--- src/design/l15_bridge_pkg.sv ---
// Shared widths and L1.5 codes for the cache to L1.5 bridge
// Type codes follow the OpenPiton L1.5 encoding, atomics not included
package l15_bridge_pkg;

    localparam int unsigned PA_WIDTH    = 40;
    localparam int unsigned DWORD_BYTES = 8;

    // Size as log2 of the byte count
    typedef logic [2:0] req_size_t;

    localparam logic [2:0] SIZE_IFILL_LINE = 3'd6;  // 32-byte line fill

    typedef enum logic [2:0] {
        REQ_IFILL     = 3'd0,
        REQ_LOAD      = 3'd1,
        REQ_STORE     = 3'd2,
        REQ_UNC_LOAD  = 3'd3,
        REQ_UNC_STORE = 3'd4
    } req_kind_e;

    typedef enum logic [4:0] {
        L15_LOAD_RQ  = 5'b00000,
        L15_STORE_RQ = 5'b00001,
        L15_IMISS_RQ = 5'b10000
    } l15_rqtype_e;

    typedef enum logic [3:0] {
        L15_LOAD_RET  = 4'b0000,
        L15_IFILL_RET = 4'b0001,
        L15_ERR_RET   = 4'b0011,
        L15_STORE_ACK = 4'b0100
    } l15_rtrntype_e;

    // Byte order reversal inside one dword
    function automatic logic [DWORD_BYTES*8-1:0] swap_dword(input logic [DWORD_BYTES*8-1:0] d);
        logic [DWORD_BYTES*8-1:0] s;
        for (int b = 0; b < DWORD_BYTES; b++) begin
            s[b*8 +: 8] = d[(DWORD_BYTES-1-b)*8 +: 8];
        end
        return s;
    endfunction

endpackage
--- src/design/hpdc_l15_bridge.sv ---
// Data cache memory port to L1.5 bridge, up to 2**TidWidth requests in flight
// Cache must hold request fields while req_valid_i is high
`timescale 1ns/100ps
module hpdc_l15_bridge #(
    parameter int unsigned MemDataWidth   = 128,
    parameter int unsigned TidWidth       = 2,
    parameter int unsigned IdWidth        = 4,
    parameter int unsigned PidWidth       = 3,
    parameter bit          SwapEndianness = 1,
    parameter logic [2:0]  IfillUncSize   = 3'd3
) (
    input  logic                                clk_i,
    input  logic                                rst_ni,
    // Cache request
    input  logic                                req_valid_i,
    input  l15_bridge_pkg::req_kind_e           req_kind_i,
    input  logic [l15_bridge_pkg::PA_WIDTH-1:0] req_addr_i,
    input  l15_bridge_pkg::req_size_t           req_size_i,
    input  logic                                req_cacheable_i,
    input  logic [MemDataWidth-1:0]             req_wdata_i,
    input  logic [MemDataWidth/8-1:0]           req_be_i,
    input  logic [IdWidth-1:0]                  req_id_i,
    input  logic [PidWidth-1:0]                 req_pid_i,
    output logic                                req_ready_o,
    // L1.5 request
    output logic                                l15_val_o,
    output l15_bridge_pkg::l15_rqtype_e         l15_rqtype_o,
    output logic                                l15_nc_o,
    output logic [2:0]                          l15_size_o,
    output logic [TidWidth-1:0]                 l15_threadid_o,
    output logic [l15_bridge_pkg::PA_WIDTH-1:0] l15_address_o,
    output logic [63:0]                         l15_data_o,
    output logic [7:0]                          l15_be_o,
    input  logic                                l15_header_ack_i,
    input  logic                                l15_ack_i,
    // L1.5 return
    input  logic                                l15_rtrn_val_i,
    input  l15_bridge_pkg::l15_rtrntype_e       l15_rtrn_type_i,
    input  logic [TidWidth-1:0]                 l15_rtrn_threadid_i,
    input  logic [MemDataWidth-1:0]             l15_rtrn_data_i,
    output logic                                l15_req_ack_o,
    // Cache response
    output logic                                resp_valid_o,
    output logic [IdWidth-1:0]                  resp_id_o,
    output logic [PidWidth-1:0]                 resp_pid_o,
    output logic [MemDataWidth-1:0]             resp_data_o,
    output logic                                resp_error_o,
    input  logic                                resp_ready_i
);

    logic                tid_avail;
    logic                free_tid;
    logic [IdWidth-1:0]  lookup_id;
    logic [PidWidth-1:0] lookup_pid;

    l15_req_encoder #(
        .MemDataWidth   (MemDataWidth),
        .SwapEndianness (SwapEndianness),
        .IfillUncSize   (IfillUncSize)
    ) i_l15_req_encoder (
        .kind_i      (req_kind_i),
        .addr_i      (req_addr_i),
        .size_i      (req_size_i),
        .cacheable_i (req_cacheable_i),
        .wdata_i     (req_wdata_i),
        .be_i        (req_be_i),
        .rqtype_o    (l15_rqtype_o),
        .nc_o        (l15_nc_o),
        .size_o      (l15_size_o),
        .address_o   (l15_address_o),
        .data_o      (l15_data_o),
        .l15_be_o    (l15_be_o)
    );

    // Granted on accept, returned when the response is taken
    thread_id_pool #(
        .TidWidth (TidWidth)
    ) i_thread_id_pool (
        .clk_i      (clk_i),
        .rst_ni     (rst_ni),
        .push_i     (free_tid),
        .push_tid_i (l15_rtrn_threadid_i),
        .pop_i      (req_ready_o),
        .avail_o    (tid_avail),
        .tid_o      (l15_threadid_o)
    );

    l15_req_fsm #(
        .TidWidth (TidWidth),
        .IdWidth  (IdWidth),
        .PidWidth (PidWidth)
    ) i_l15_req_fsm (
        .clk_i        (clk_i),
        .rst_ni       (rst_ni),
        .req_valid_i  (req_valid_i),
        .req_id_i     (req_id_i),
        .req_pid_i    (req_pid_i),
        .tid_avail_i  (tid_avail),
        .tid_i        (l15_threadid_o),
        .header_ack_i (l15_header_ack_i),
        .ack_i        (l15_ack_i),
        .l15_val_o    (l15_val_o),
        .req_ready_o  (req_ready_o),
        .lookup_tid_i (l15_rtrn_threadid_i),
        .lookup_id_o  (lookup_id),
        .lookup_pid_o (lookup_pid)
    );

    l15_resp_decoder #(
        .MemDataWidth   (MemDataWidth),
        .SwapEndianness (SwapEndianness),
        .IdWidth        (IdWidth),
        .PidWidth       (PidWidth)
    ) i_l15_resp_decoder (
        .rtrn_val_i   (l15_rtrn_val_i),
        .rtrn_type_i  (l15_rtrn_type_i),
        .rtrn_data_i  (l15_rtrn_data_i),
        .lookup_id_i  (lookup_id),
        .lookup_pid_i (lookup_pid),
        .resp_ready_i (resp_ready_i),
        .resp_valid_o (resp_valid_o),
        .resp_id_o    (resp_id_o),
        .resp_pid_o   (resp_pid_o),
        .resp_data_o  (resp_data_o),
        .resp_error_o (resp_error_o),
        .rtrn_ack_o   (l15_req_ack_o),
        .free_tid_o   (free_tid)
    );

endmodule

--- src/design/l15_resp_decoder.sv ---
// L1.5 return to cache response, combinational in the return cycle
// Return is acked only when the cache can take the response
`timescale 1ns/100ps
module l15_resp_decoder #(
    parameter int unsigned MemDataWidth   = 128,
    parameter bit          SwapEndianness = 1,
    parameter int unsigned IdWidth        = 4,
    parameter int unsigned PidWidth       = 3
) (
    input  logic                          rtrn_val_i,
    input  l15_bridge_pkg::l15_rtrntype_e rtrn_type_i,
    input  logic [MemDataWidth-1:0]       rtrn_data_i,
    input  logic [IdWidth-1:0]            lookup_id_i,
    input  logic [PidWidth-1:0]           lookup_pid_i,
    input  logic                          resp_ready_i,
    output logic                          resp_valid_o,
    output logic [IdWidth-1:0]            resp_id_o,
    output logic [PidWidth-1:0]           resp_pid_o,
    output logic [MemDataWidth-1:0]       resp_data_o,
    output logic                          resp_error_o,
    output logic                          rtrn_ack_o,
    output logic                          free_tid_o
);

    localparam int unsigned DwordWidth = l15_bridge_pkg::DWORD_BYTES * 8;
    localparam int unsigned NumDwords  = MemDataWidth / DwordWidth;

    logic [DwordWidth-1:0] dword;

    assign resp_valid_o = rtrn_val_i;
    assign resp_id_o    = lookup_id_i;
    assign resp_pid_o   = lookup_pid_i;
    assign resp_error_o = (rtrn_type_i == l15_bridge_pkg::L15_ERR_RET);

    always_comb begin
        dword = '0;
        for (int w = 0; w < NumDwords; w++) begin
            dword = rtrn_data_i[w*DwordWidth +: DwordWidth];
            resp_data_o[w*DwordWidth +: DwordWidth] =
                SwapEndianness ? l15_bridge_pkg::swap_dword(dword) : dword;
        end
    end

    // Same event consumes the return and frees its thread id
    assign rtrn_ack_o = rtrn_val_i & resp_ready_i;
    assign free_tid_o = rtrn_val_i & resp_ready_i;

endmodule

--- src/design/l15_req_fsm.sv ---
// Header-ack/ack handshake towards the L1.5 and per-thread id tables
// Request fields must stay stable until the final ack
`timescale 1ns/100ps
module l15_req_fsm #(
    parameter int unsigned TidWidth = 2,
    parameter int unsigned IdWidth  = 4,
    parameter int unsigned PidWidth = 3
) (
    input  logic                clk_i,
    input  logic                rst_ni,
    input  logic                req_valid_i,
    input  logic [IdWidth-1:0]  req_id_i,
    input  logic [PidWidth-1:0] req_pid_i,
    input  logic                tid_avail_i,
    input  logic [TidWidth-1:0] tid_i,
    input  logic                header_ack_i,
    input  logic                ack_i,
    output logic                l15_val_o,
    output logic                req_ready_o,
    input  logic [TidWidth-1:0] lookup_tid_i,
    output logic [IdWidth-1:0]  lookup_id_o,
    output logic [PidWidth-1:0] lookup_pid_o
);

    localparam int unsigned NumTids = 2 ** TidWidth;

    typedef enum logic [1:0] {
        IDLE,
        WAIT_HEADER_ACK,
        WAIT_ACK
    } state_e;

    state_e              state_q, state_d;
    logic [IdWidth-1:0]  id_tab  [NumTids];
    logic [PidWidth-1:0] pid_tab [NumTids];

    always_comb begin
        state_d     = state_q;
        l15_val_o   = 1'b0;
        req_ready_o = 1'b0;
        case (state_q)
            IDLE: begin
                if (req_valid_i && tid_avail_i) begin
                    l15_val_o = 1'b1;
                    if (header_ack_i && ack_i) begin
                        req_ready_o = 1'b1;  // Both acks in the first cycle
                    end else if (header_ack_i) begin
                        state_d = WAIT_ACK;
                    end else begin
                        state_d = WAIT_HEADER_ACK;
                    end
                end
            end
            WAIT_HEADER_ACK: begin
                l15_val_o = 1'b1;
                if (header_ack_i && ack_i) begin
                    req_ready_o = 1'b1;
                    state_d     = IDLE;
                end else if (header_ack_i) begin
                    state_d = WAIT_ACK;
                end
            end
            WAIT_ACK: begin  // Valid already dropped, fields still held
                if (ack_i) begin
                    req_ready_o = 1'b1;
                    state_d     = IDLE;
                end
            end
            default: state_d = IDLE;
        endcase
    end

    always_ff @(posedge clk_i or negedge rst_ni) begin
        if (!rst_ni) begin
            state_q <= IDLE;
        end else begin
            state_q <= state_d;
        end
    end

    // Remember who issued the request on this thread id
    always_ff @(posedge clk_i) begin
        if (req_ready_o) begin
            id_tab[tid_i]  <= req_id_i;
            pid_tab[tid_i] <= req_pid_i;
        end
    end

    assign lookup_id_o  = id_tab[lookup_tid_i];
    assign lookup_pid_o = pid_tab[lookup_tid_i];

endmodule

--- src/design/thread_id_pool.sv ---
// Free list of L1.5 thread ids, all ids free after reset in ascending order
// Pushes beyond the pool size are not expected
`timescale 1ns/100ps
module thread_id_pool #(
    parameter int unsigned TidWidth = 2
) (
    input  logic                clk_i,
    input  logic                rst_ni,
    input  logic                push_i,
    input  logic [TidWidth-1:0] push_tid_i,
    input  logic                pop_i,
    output logic                avail_o,
    output logic [TidWidth-1:0] tid_o
);

    localparam int unsigned NumTids = 2 ** TidWidth;

    logic [TidWidth-1:0] tid_mem [NumTids];
    logic [TidWidth-1:0] rd_ptr_q;
    logic [TidWidth-1:0] wr_ptr_q;
    logic [TidWidth:0]   count_q;
    logic                pop_ok;

    assign avail_o = (count_q != '0);
    assign tid_o   = tid_mem[rd_ptr_q];
    assign pop_ok  = pop_i & avail_o;

    always_ff @(posedge clk_i or negedge rst_ni) begin
        if (!rst_ni) begin
            for (int i = 0; i < NumTids; i++) begin
                tid_mem[i] <= TidWidth'(i);  // Initial free list
            end
            rd_ptr_q <= '0;
            wr_ptr_q <= '0;
            count_q  <= (TidWidth+1)'(NumTids);
        end else begin
            if (push_i) begin
                tid_mem[wr_ptr_q] <= push_tid_i;
                wr_ptr_q          <= wr_ptr_q + 1'b1;
            end
            if (pop_ok) begin
                rd_ptr_q <= rd_ptr_q + 1'b1;
            end
            case ({push_i, pop_ok})
                2'b10:   count_q <= count_q + 1'b1;
                2'b01:   count_q <= count_q - 1'b1;
                default: count_q <= count_q;  // Idle or push with pop
            endcase
        end
    end

endmodule

--- src/design/l15_req_encoder.sv ---
// Cache request to L1.5 request field translation, purely combinational
// Only the low dword of the write data is sent, masks of both halves are merged
`timescale 1ns/100ps
module l15_req_encoder #(
    parameter int unsigned MemDataWidth   = 128,
    parameter bit          SwapEndianness = 1,
    parameter logic [2:0]  IfillUncSize   = 3'd3
) (
    input  l15_bridge_pkg::req_kind_e               kind_i,
    input  logic [l15_bridge_pkg::PA_WIDTH-1:0]     addr_i,
    input  l15_bridge_pkg::req_size_t               size_i,
    input  logic                                    cacheable_i,
    input  logic [MemDataWidth-1:0]                 wdata_i,
    input  logic [MemDataWidth/8-1:0]               be_i,
    output l15_bridge_pkg::l15_rqtype_e             rqtype_o,
    output logic                                    nc_o,
    output logic [2:0]                              size_o,
    output logic [l15_bridge_pkg::PA_WIDTH-1:0]     address_o,
    output logic [63:0]                             data_o,
    output logic [7:0]                              l15_be_o
);

    logic [7:0]                          be_fold;
    l15_bridge_pkg::req_size_t           store_size;
    logic [l15_bridge_pkg::PA_WIDTH-1:0] store_addr;
    logic [63:0]                         dword;

    // Replicate a short value over the whole dword
    function automatic logic [63:0] replicate(input logic [63:0] d, input logic [2:0] off,
                                              input logic [2:0] sz);
        logic [63:0] r;
        case (sz)
            3'd0:    r = {8{d[{off, 3'b000} +: 8]}};
            3'd1:    r = {4{d[{off[2:1], 4'b0000} +: 16]}};
            3'd2:    r = {2{d[{off[2], 5'b00000} +: 32]}};
            default: r = d;
        endcase
        return r;
    endfunction

    assign be_fold = be_i[7:0] | be_i[MemDataWidth/8-1 -: 8];

    store_align i_store_align (
        .be_i     (be_fold),
        .addr_i   (addr_i),
        .size_o   (store_size),
        .offset_o (),          // Offset already folded into store_addr
        .addr_o   (store_addr)
    );

    always_comb begin
        case (kind_i)
            l15_bridge_pkg::REQ_IFILL: rqtype_o = l15_bridge_pkg::L15_IMISS_RQ;
            l15_bridge_pkg::REQ_STORE,
            l15_bridge_pkg::REQ_UNC_STORE: rqtype_o = l15_bridge_pkg::L15_STORE_RQ;
            default: rqtype_o = l15_bridge_pkg::L15_LOAD_RQ;
        endcase
    end

    assign nc_o = ~cacheable_i;

    always_comb begin
        if (kind_i == l15_bridge_pkg::REQ_IFILL) begin
            size_o = cacheable_i ? l15_bridge_pkg::SIZE_IFILL_LINE : IfillUncSize;
        end else if (kind_i == l15_bridge_pkg::REQ_STORE) begin
            size_o = store_size + 3'd1;
        end else begin
            size_o = size_i + 3'd1;
        end
    end

    // Stores are aligned to their own size
    assign address_o = (kind_i == l15_bridge_pkg::REQ_STORE) ? store_addr : addr_i;

    assign dword = (kind_i == l15_bridge_pkg::REQ_UNC_STORE)
                   ? replicate(wdata_i[63:0], addr_i[2:0], size_i) : wdata_i[63:0];

    assign data_o = SwapEndianness ? l15_bridge_pkg::swap_dword(dword) : dword;

    assign l15_be_o = {<<{be_fold}};  // L1.5 numbers bytes from the MSB

endmodule

--- src/design/store_align.sv ---
// Store size and alignment from an 8-bit byte mask
// Only 1, 2 or 4 set bits give a sub-dword size, anything else is treated as 8 bytes
`timescale 1ns/100ps
module store_align (
    input  logic [l15_bridge_pkg::DWORD_BYTES-1:0] be_i,
    input  logic [l15_bridge_pkg::PA_WIDTH-1:0]    addr_i,
    output l15_bridge_pkg::req_size_t              size_o,
    output logic [2:0]                             offset_o,
    output logic [l15_bridge_pkg::PA_WIDTH-1:0]    addr_o
);

    logic [3:0] num_ones;
    logic [2:0] top_bit;  // Highest set mask bit

    always_comb begin
        num_ones = '0;
        top_bit  = '0;
        for (int i = 0; i < l15_bridge_pkg::DWORD_BYTES; i++) begin
            num_ones = num_ones + 4'(be_i[i]);
            if (be_i[i]) begin
                top_bit = 3'(i);
            end
        end
    end

    always_comb begin
        case (num_ones)
            4'd1: begin
                size_o   = 3'd0;
                offset_o = top_bit;
            end
            4'd2: begin
                size_o   = 3'd1;
                offset_o = top_bit - 3'd1;
            end
            4'd4: begin
                size_o   = 3'd2;
                offset_o = top_bit - 3'd3;
            end
            default: begin  // Full dword or irregular mask
                size_o   = 3'd3;
                offset_o = '0;
            end
        endcase
    end

    // Low bits replaced by the offset only for sub-dword stores
    assign addr_o = (size_o == 3'd3) ? addr_i
                                     : {addr_i[l15_bridge_pkg::PA_WIDTH-1:3], offset_o};

endmodule

--- config.mk ---
export PLATFORM = sky130hd
export DESIGN_NAME = hpdc_l15_bridge
export DESIGN_NICKNAME = d
export VERILOG_FILES = /design/src/design/l15_bridge_pkg.sv /design/src/design/hpdc_l15_bridge.sv /design/src/design/l15_resp_decoder.sv /design/src/design/l15_req_fsm.sv /design/src/design/thread_id_pool.sv /design/src/design/l15_req_encoder.sv /design/src/design/store_align.sv
export SDC_FILE = /design/constraint.sdc
export NUM_CORES = 1
export LEC_CHECK = 0
export ABC_AREA = 1
export BUFFER_PORTS_ARGS = -buffer_cell sky130_fd_sc_hd__buf_2
export CAP_MARGIN = 25
export CORE_AREA = 4 4 229 231
export CTS_BUF_LIST = sky130_fd_sc_hd__clkbuf_4 sky130_fd_sc_hd__clkbuf_8
export CTS_CLUSTER_SIZE = 10
export DETAILED_ROUTE_END_ITERATION = 8
export DIE_AREA = 0 0 233 235
export PLACE_DENSITY = 0.33
export SLEW_MARGIN = 30
export SYNTH_ARGS = -nofsm -noshare
export SYNTH_HDL_FRONTEND = slang
export SYNTH_SLANG_ARGS = --single-unit
--- constraint.sdc ---
create_clock -name clk_i -period 6.83 [get_ports clk_i]
set_clock_uncertainty 0.2 [all_clocks]
set_input_delay 1.7075 -clock clk_i [delete_from_list [all_inputs] [get_ports clk_i]]
set_output_delay 1.7075 -clock clk_i [all_outputs]
set_load 0.02 [all_outputs]
==> results.txt, run 1 <==
* Largest stage delay, worst path: 580 ps
- TritonCTS built the clock tree.
* Dominant register cell in the synthesized netlist: sky130_fd_sc_hd__edfxtp_1
- X dimension of the die: approximately 230 um
- Number of inserted filler cells in the final layout: 5908
- Global routing finished with a remaining overflow of 0.
- During placement, the flow inserted port buffers numbering between 200 and 250.
- The worst hold path begins at i_thread_id_pool.count_q[0].
- Library cell used as clock root buffer: sky130_fd_sc_hd__clkbuf_8
- In the synthesized netlist the async set-or-reset flop fraction comes to 0.3778.
* Via count: approximately 6500
- The worst pin sits at a relative slew slack of 0.5563.
- Pin count of the biggest net entering global routing: 55
* Number of buffers on the longest clock path: 2
* Final wirelength: ~31000 um
- Clock network latency to the later pin of the worst-skew pair: 310 ps
- Htree depth: 2
- For this block, wires on met1 add up to between 10000 and 15000 um.
* Violations in the final reports: negative setup slack
- Summed over all cells, the static leakage comes to 3.774 nW.
- Power per cell area: slightly below 200 nW/um^2
- For this run, design rule violations remaining after detail routing come to 0.
* Synthesized area per cell: 6.191 um^2
* Layout Nets: 1425
- CP max FO: 3
* WHS: 276.0 ps
- The first detailed-routing pass ran for 5 iterations.
* Max Fclk: 0.1332 GHz
- At the end of routability-driven placement, the weighted congestion stood at approximately 0.75.
- Antenna Violating Nets Remaining: 0
* Critical Path Source: req_be_i[8]
- VDD sags by at most 0.0001893 V.
- DP HPWL: 24810 um
* Crit path to: l15_size_o[1]
- Number of global-route vias before repair: roughly 6400
* Setup slack of the worst register-to-register path: 4340 ps
- Final total power: 1.406 mW
* Period utilisation layout: 1.099
* Routed length per placed instance: 17.69 um
* Violation count after the first detailed-routing iteration: 281
* Slew at the pin with the worst max-slew slack: 665.5 ps
* Crit-path cells: buf_6, or2_4, fa_1, fa_1, inv_1, fa_1, inv_1, ha_2, inv_2, fa_2, inv_2, nor2_4, nand3_2, nor2_4, nor2_1, a22oi_1, ha_1, or2_4, buf_6
* Number of distinct library cells after synthesis: 42
* Via-per-instance ratio: about 3.7
- Sequential area share after synthesis: 0.1982
* Status: complete, but fails checks
* Proportion of netlist area held by the largest area contributor: 0.2128
- The number of hold violations in the final report came to 0.
- For the worst setup path, the data required time is 4920 ps.
- Layout cell share with drive strength beyond 1: 0.2743
- Clock-pin slew reported for the worst setup and hold paths after clock tree synthesis: approximately 90 ps
- The worst register-to-register path has a depth of 12.
- Detail Route met2 WL: 14770 um
- The floorplan step defined a die boundary enclosing 54760 um^2.
- Buffers inserted to repair hold after CTS numbered 0.
- The slowest stage of the critical path is the sky130_fd_sc_hd__fa_2 cell.
- STA puts the critical path data arrival time at between 5000 and 6000 ps.
* Crit path kind: in2out
* Number of CTS-inserted buffers: 5
* Count of synthesis-stage warnings from yosys: 0
* Total count of max-transition violations in the final report: 0
- Overall Global Routing Usage: 0.1055
- STA classifies the critical path startpoint as an input pin.
- Count of final setup violators: 6
- Combined area of all synthesized cells: 6420 um^2
- Measured along the y axis, the die boundary spans between 200 and 250 um.
* Critical path endpoint category: primary output
- Setup slack on the critical path of the routed design comes to -679.4 ps.
- Counting every instance in the synthesized netlist gives 1037.
- TritonCTS sink count: 45
* Worst Hold Class: reg2reg
* Time the final worst path needs with I/O delays and setup: 7509 ps
* Post-synth top area cell: sky130_fd_sc_hd__nand2_1
- The initialized floorplan defines 82 standard-cell rows.
* Endpoint of the lowest-slack register-to-register path: i_thread_id_pool.count_q[2]
* Reg-to-reg startpoint: i_thread_id_pool.count_q[2]
- Post-synthesis sequential element count: 45
- The highest layer touched by signal routing is met5.
* Layout overhead on the synthesized area: 14.05%
- Once placement finished, the instance area stood at 7032 um^2.
* Library cell appearing most often on the critical path: sky130_fd_sc_hd__fa_1
- By area the synthesized netlist is led by sky130_fd_sc_hd__nand2_1, sky130_fd_sc_hd__buf_4, sky130_fd_sc_hd__edfxtp_1.
- The tool flagged a number of max-cap violations equal to 0.
* Most frequent cell after synthesis: sky130_fd_sc_hd__nand2_1
* Most instantiated cells after synthesis: sky130_fd_sc_hd__nand2_1, sky130_fd_sc_hd__buf_4, sky130_fd_sc_hd__inv_1
- Number of synthesized flops with an enable pin: 28
- The number of antenna violations at the first check in global routing came to 2.
* Starting Density: 0.1282
- Setup repair after global routing could not meet its margin everywhere.
* Area inside the core boundary: 50070 um^2
- Wire length of the first global-routing pass: approximately 44000 um
* Sum of met3 wire segment lengths after detailed routing: 3224 um
- Summing all non-filler instances in the final layout gives an area of 7322 um^2.
* Ports: about 600
## per-layer routing
layer  track usage  up-vias
met5      0.003571        -
met4       0.04528        2
met3       0.04009       71
met2        0.1862      319
met1        0.1112     2874
li1              -     3194
## worst max-delay path: cells and delay by family
| family | cells | cell delay, ps |
|---|---|---|
| and+or+nand+nor | 6 | 910 |
| AOI/OAI and AO/OA | 1 | 150 |
| buffers and inverters | 6 | 430 |
| adders and majority gates | 6 | 2400 |
## logic make-up after synthesis
logic type	count (synthesis)	synth area share
and+or+nand+nor	487	0.3050
buffers and inverters	326	0.3048
AOI/OAI and AO/OA	158	0.1483
DFF	45	0.1982
adders and majority gates	15	0.03625
xor gates and xnor gates	5	0.006821
other	1	0.0005841
## area by class of cell
cell class                      instances  area (um^2)  share of cell area
Inverter                              115        439.2             0.05998
Clock inverter                          3        68.82            0.009398
Clock buffer                            5        68.82            0.009398
Sequential cell                        45         1272              0.1738
Antenna cell                            1        2.502           0.0003418
Timing Repair Buffer                  236         1306              0.1784
Tap cell                              672        840.8              0.1148
Multi-Input combinational cell        668         3323              0.4539
## power by group
| group | total (mW) | internal, mW | switching (mW) | leakage (nW) |
|---|---|---|---|---|
| clock | 0.247 | 0.147 | 0.0993 | 0.0688 |
| sequential | 0.422 | 0.384 | 0.0377 | 0.454 |
| combinational | 0.738 | 0.273 | 0.465 | 3.25 |
## repair_timing
item | in CTS | in global routing
setup endpoints to repair | 6 | 6
resized for setup | 23 | 10
pin swaps | 3 | 8
setup buffers | 3 | 1
## layout by cell type (no fill, tap or decap), types with 2 or more instances in the layout
cell type	Yosys	final
sky130_fd_sc_hd__nand2_2	0	3
sky130_fd_sc_hd__nand4_1	4	4
sky130_fd_sc_hd__nor3_4	1	2
sky130_fd_sc_hd__a32oi_1	2	2
sky130_fd_sc_hd__o211ai_2	2	2
sky130_fd_sc_hd__ha_1	9	8
sky130_fd_sc_hd__or2_4	0	2
sky130_fd_sc_hd__o21ai_0	60	58
sky130_fd_sc_hd__o31ai_1	4	4
sky130_fd_sc_hd__inv_2	7	9
sky130_fd_sc_hd__inv_1	107	103
sky130_fd_sc_hd__nor2_2	1	5
sky130_fd_sc_hd__buf_4	176	30
sky130_fd_sc_hd__buf_2	25	198
sky130_fd_sc_hd__dfstp_2	5	5
sky130_fd_sc_hd__o31ai_2	2	2
sky130_fd_sc_hd__nand2_1	364	360
sky130_fd_sc_hd__nand3_4	0	2
sky130_fd_sc_hd__nor2_4	0	3
sky130_fd_sc_hd__clkbuf_8	0	5
sky130_fd_sc_hd__dfrtp_1	12	12
sky130_fd_sc_hd__a21oi_1	36	36
sky130_fd_sc_hd__nand3_1	49	44
sky130_fd_sc_hd__fa_1	6	5
sky130_fd_sc_hd__nand3_2	3	6
sky130_fd_sc_hd__conb_1	1	3
sky130_fd_sc_hd__o211ai_1	37	37
sky130_fd_sc_hd__buf_6	3	8
sky130_fd_sc_hd__o21ai_1	3	4
sky130_fd_sc_hd__inv_4	1	3
sky130_fd_sc_hd__xor2_1	4	4
sky130_fd_sc_hd__nor3_1	5	5
sky130_fd_sc_hd__bufinv_16	0	2
sky130_fd_sc_hd__nor2_1	55	48
sky130_fd_sc_hd__o22ai_1	7	7
sky130_fd_sc_hd__edfxtp_1	28	28
## stage by stage
stage                     setup TNS (ps)  utilization  cells  setup slack (ps)
after floorplan                    -1517            -   1039            -394.7
after global placement             -3820       0.1404   1732            -791.0
after detailed placement           -3648       0.1404   1732            -771.5
after CTS                          -3344       0.1454   1743            -683.5
after global routing               -4473       0.1462   1744            -857.9
final                              -3364       0.1462   1745            -679.4
## how the worst min path moves through the flow
stage / slack [ps] / to / cells past startpoint
after floorplan: 250 / i_thread_id_pool.count_q[0] / 1
after global placement: 260 / i_thread_id_pool.count_q[0] / 1
after detailed placement: 260 / i_thread_id_pool.count_q[0] / 1
after CTS: 280 / i_thread_id_pool.count_q[0] / 1
after global routing: 310 / i_thread_id_pool.count_q[0] / 1
final: 280 / i_thread_id_pool.count_q[0] / 1
## sequential cells by signal, indices dropped and copies added, names as in the netlist
| register | flops |
|---|---|
| i_l15_req_fsm.id_tab | 16 |
| i_thread_id_pool.rd_ptr_q | 2 |
| i_l15_req_fsm.pid_tab | 12 |
| i_thread_id_pool.count_q | 3 |
| i_thread_id_pool.wr_ptr_q | 2 |
| i_l15_req_fsm.state_q | 2 |
| i_thread_id_pool.tid_mem | 8 |
Power figures use the tool's default switching activity.
==> inputs of run 2 (changes only) <==
--- a/config.mk
+++ b/config.mk
@@ -5,15 +5,15 @@
 export SDC_FILE = /design/constraint.sdc
 export NUM_CORES = 1
 export LEC_CHECK = 0
-export ABC_AREA = 1
+export ABC_AREA = 0
 export BUFFER_PORTS_ARGS = -buffer_cell sky130_fd_sc_hd__buf_2
 export CAP_MARGIN = 25
-export CORE_AREA = 4 4 229 231
-export CTS_BUF_LIST = sky130_fd_sc_hd__clkbuf_4 sky130_fd_sc_hd__clkbuf_8
+export CORE_AREA = 4 4 235 237
+export CTS_BUF_LIST = sky130_fd_sc_hd__clkbuf_2 sky130_fd_sc_hd__clkbuf_4 sky130_fd_sc_hd__clkbuf_8
 export CTS_CLUSTER_SIZE = 10
 export DETAILED_ROUTE_END_ITERATION = 8
-export DIE_AREA = 0 0 233 235
-export PLACE_DENSITY = 0.33
+export DIE_AREA = 0 0 239 241
+export PLACE_DENSITY = 0.31
 export SLEW_MARGIN = 30
 export SYNTH_ARGS = -nofsm -noshare
 export SYNTH_HDL_FRONTEND = slang
==> results.txt, run 2 <==
- Most common cell after layout, fill and taps aside: sky130_fd_sc_hd__buf_2
- Final TNS setup: -4027 ps
- Counting flops per register, the top entry is i_l15_req_fsm.id_tab.
* Number of distinct library cells after synthesis: 57
* Count of synthesis-stage warnings from yosys: 0
* Final total power: 1.290 mW
* Final estimated routing congestion in global placement: 0.7394
- Final wirelength: 24660 um
* Layout cell share with drive strength beyond 1: 0.5293
- For this run, the leading register cell type out of synthesis is sky130_fd_sc_hd__edfxtp_1.
- Met2 global-route usage: 0.1258
- Antenna violations before repair: 3
- Layout Nets: ~1000
- Most used cells in the layout excluding fill and tap cells: sky130_fd_sc_hd__buf_2, sky130_fd_sc_hd__o21a_1, sky130_fd_sc_hd__buf_4, sky130_fd_sc_hd__nand2_1, sky130_fd_sc_hd__edfxtp_1
* Clock tree from TritonCTS: done
- Antenna Violating Nets Remaining: 0
- The die covers 57600 um^2.
- CTS placed an instance of sky130_fd_sc_hd__clkbuf_8 at the clock tree root.
- Leakage power figure: about 2.7 nW
* Slew at the pin with the worst max-slew slack: between 700 and 800 ps
- Worst Hold Class: reg2reg
- Number of synthesized flops with an enable pin: 28
- Critical path endpoint category: primary output
- Fraction of registers with async set or reset after synthesis: 0.3778
* Routed length per placed instance: 18.33 um
- A synthesized cell averages roughly 9.7 um^2.
- At the worst endpoint, the arrival time is about 5700 ps.
- Entering global routing, the biggest net connects 43 pins.
- Power share of the clock group: 0.139
- X dimension of the die: 239 um
- The most common cell in the synthesized netlist is sky130_fd_sc_hd__buf_4.
- After floorplanning, the core was divided into 85 placement rows.
- The share of synthesized area in the top cell type comes to 0.2304.
- The global routing stage identified its most utilized layer as met2.
* Number of buffers on the longest clock path: 2
- Starting Density: 0.1058
* Area inside the core boundary: 53280 um^2
- Buffers inserted during clock tree synthesis total 5.
- Setup slack on the critical path of the routed design comes to -786.9 ps.
- Registers with the most flip-flops: i_l15_req_fsm.id_tab (16), i_l15_req_fsm.pid_tab (12), i_thread_id_pool.tid_mem (8)
- Port buffering added 204 buffers.
* Switching Fraction: 0.3882
- Setup repair after global routing could not meet its margin everywhere.
- Endpoints failing hold: 0
- For this block, the initial DRC count from the detailed router was 168.
* Die Ht: between 200 and 250 um
- After synthesis the netlist holds a flip-flop and latch count of 45.
* Global route total overflow: 0
- Via count: approximately 4700
- Grt met3 use: 0.02823
* Clock-pin slew reported for the worst setup and hold paths after clock tree synthesis: 80 ps
* Post-synth top area cell: sky130_fd_sc_hd__buf_4
- The final reports fail on negative setup slack.
* CP max FO: 4
- Layout overhead on the synthesized area: 20.53%
- Max FFs per register: 16
- TritonCTS sink count: 45
- Overall Global Routing Usage: 0.07955
- Sequential area share after synthesis: 0.2257
- Most instantiated cells after synthesis: sky130_fd_sc_hd__buf_4, sky130_fd_sc_hd__o21a_1, sky130_fd_sc_hd__nand2_1
- Status: complete, but fails checks
- Largest cells by area after synthesis: sky130_fd_sc_hd__buf_4, sky130_fd_sc_hd__edfxtp_1, sky130_fd_sc_hd__mux4_2
* Post-synthesis cell count: 582
- The first detailed-routing pass took 4 iterations.
- Hold buffer count at cts: 0
* Crit path kind: in2out
- The internal power of the cells totals 0.7891 mW.
- Subtracting the final worst setup slack from the clock period gives between 7000 and 8000 ps.
- For met1 alone, demand over resource in global routing was 0.1023.
- Count of final setup violators: 6
- Pin placement for this block handled 602 I/O pins.
- Max-cap check violation count: 0
* Number of global-route vias before repair: 4991
* Crit-path cells: buf_6, or2_4, fa_1, fa_1, inv_2, fa_1, inv_2, ha_4, inv_2, fa_2, nor2b_1, mux2_4, nand2_4, a21oi_4, a21oi_2, ha_1, or2_4, buf_6
- Worst endpoint required time: just under 5000 ps
- After detailed routing, the number of vias per cell comes to around 3.5.
- For the worst-skew pair, the clock arrives at the later sink with an insertion delay of 290 ps.
* DP HPWL: between 20000 and 25000 um
* Wire length of the first global-routing pass: 34270 um
* Total count of max-transition violations in the final report: 0
- The synthesized netlist occupies a cell area of 5637 um^2.
* Worst IR drop on VDD: around 0.00016 V
- Htree depth: 2
- Summed over all nets, the switching power comes to between 0.5 and 0.6 mW.
- STA classifies the critical path startpoint as an input pin.
- The largest individual stage delay along the critical path comes from the cell sky130_fd_sc_hd__fa_1.
- The share of total power dissipated in sequential elements is 0.322.
- Post-route DRC: 0
* Headroom to the max-slew limit: 0.4681
- Of the total power, combinational logic draws 0.539.
- Static timing analysis puts the maximum clock frequency at 0.1313 GHz.
- Period utilisation layout: 1.115
- Largest stage delay, worst path: 540 ps
- Power per cell area: 189.8 nW/um^2
## run 2: changes by cell type after synthesis, moves of 24 or more
cell / delta
sky130_fd_sc_hd__nand3_1: -41
sky130_fd_sc_hd__nand2_1: -330
sky130_fd_sc_hd__mux2i_1: +24
sky130_fd_sc_hd__o211ai_1: -28
sky130_fd_sc_hd__o21ai_0: -52
sky130_fd_sc_hd__o21a_1: +45
sky130_fd_sc_hd__inv_1: -89
sky130_fd_sc_hd__nor2_1: -41
## run 2: power groups by stage
stage	sequential (mW)	clock, mW	combinational, mW
2_1_floorplan	0.408	0	0.546
5_1_grt	0.424	0.197	0.765
3_3_place_gp	0.422	0	0.650
6_report	0.416	0.179	0.695
4_1_cts	0.417	0.186	0.677
3_5_place_dp	0.422	0	0.653
## run 2: cell families (layout without fill, tap and decap cells)
group	count (synthesis)	count (layout)	synth area share
flip-flops	45	45	0.2258
multiplexers	71	71	0.1885
other	1	4	0.0006653
AND/OR/NAND/NOR	97	97	0.08946
XOR/XNOR	10	10	0.01554
buffers and inverters	213	277	0.2630
adder cells (fa/ha/maj)	15	15	0.04129
AO/OA/AOI/OAI	130	130	0.1758
## run 2: area by class of cell
| type | count | area, um^2 |
|---|---|---|
| inverter | 19 | 71.32 |
| fill | 6120 | 46490 |
| tap | 696 | 870.8 |
| clock buffer | 8 | 97.59 |
| timing repair buffer | 250 | 1438 |
| antenna | 1 | 2.502 |
| sequential | 45 | 1272 |
| multi-input combinational | 326 | 3042 |
## run 2: metal layers
layer,part of all wire,up-vias,wire length (um)
met5,0.00085,-,21
met2,0.44,306,10790
met3,0.098,64,2427
met1,0.43,2221,10640
met4,0.032,4,782
li1,-,2090,-
## run 2: worst max-delay path, delay by kind of cell
kind	cells	cell delay (ps)
fa+ha+maj	6	2430
simple gates	4	690
buf+inv	5	370
mux	1	280
compound gates	2	220
## run 2: worst paths after layout
check                                                 start                          end  slack (ps)  cells after the start
worst max-delay path                            req_be_i[1]                l15_size_o[1]        -790                     18
worst min-delay path            i_thread_id_pool.tid_mem[2]  i_thread_id_pool.tid_mem[2]         320                      1
worst max register to register     i_l15_req_fsm.state_q[0]  i_thread_id_pool.count_q[2]        4570                      9
worst min register to register  i_thread_id_pool.tid_mem[2]  i_thread_id_pool.tid_mem[2]         320                      1
max in group asynchronous                            rst_ni  i_thread_id_pool.count_q[2]        4960                      1
min in group asynchronous                            rst_ni     i_l15_req_fsm.state_q[0]        1140                      1
## run 2: what timing repair did
item / CTS / global route
pin swaps: 8 / 16
resized for setup: 16 / 14
buffers inserted: 4 / 3
setup endpoints to repair: 6 / 6
## run 2: through the flow
| stage | hold slack [ps] | util | cell area, um^2 | setup slack [ps] | instances |
|---|---|---|---|---|---|
| after floorplan | 273.8 | - | 5695 | -429.0 | 584 |
| after global placement | 296.7 | 0.1223 | 6518 | -870.4 | 1330 |
| after detailed placement | 299.6 | 0.1223 | 6518 | -877.6 | 1330 |
| after CTS | 322.1 | 0.1258 | 6703 | -769.2 | 1341 |
| after global routing | 336.0 | 0.1275 | 6792 | -941.4 | 1344 |
| final | 321.3 | 0.1275 | 6794 | -786.9 | 1345 |
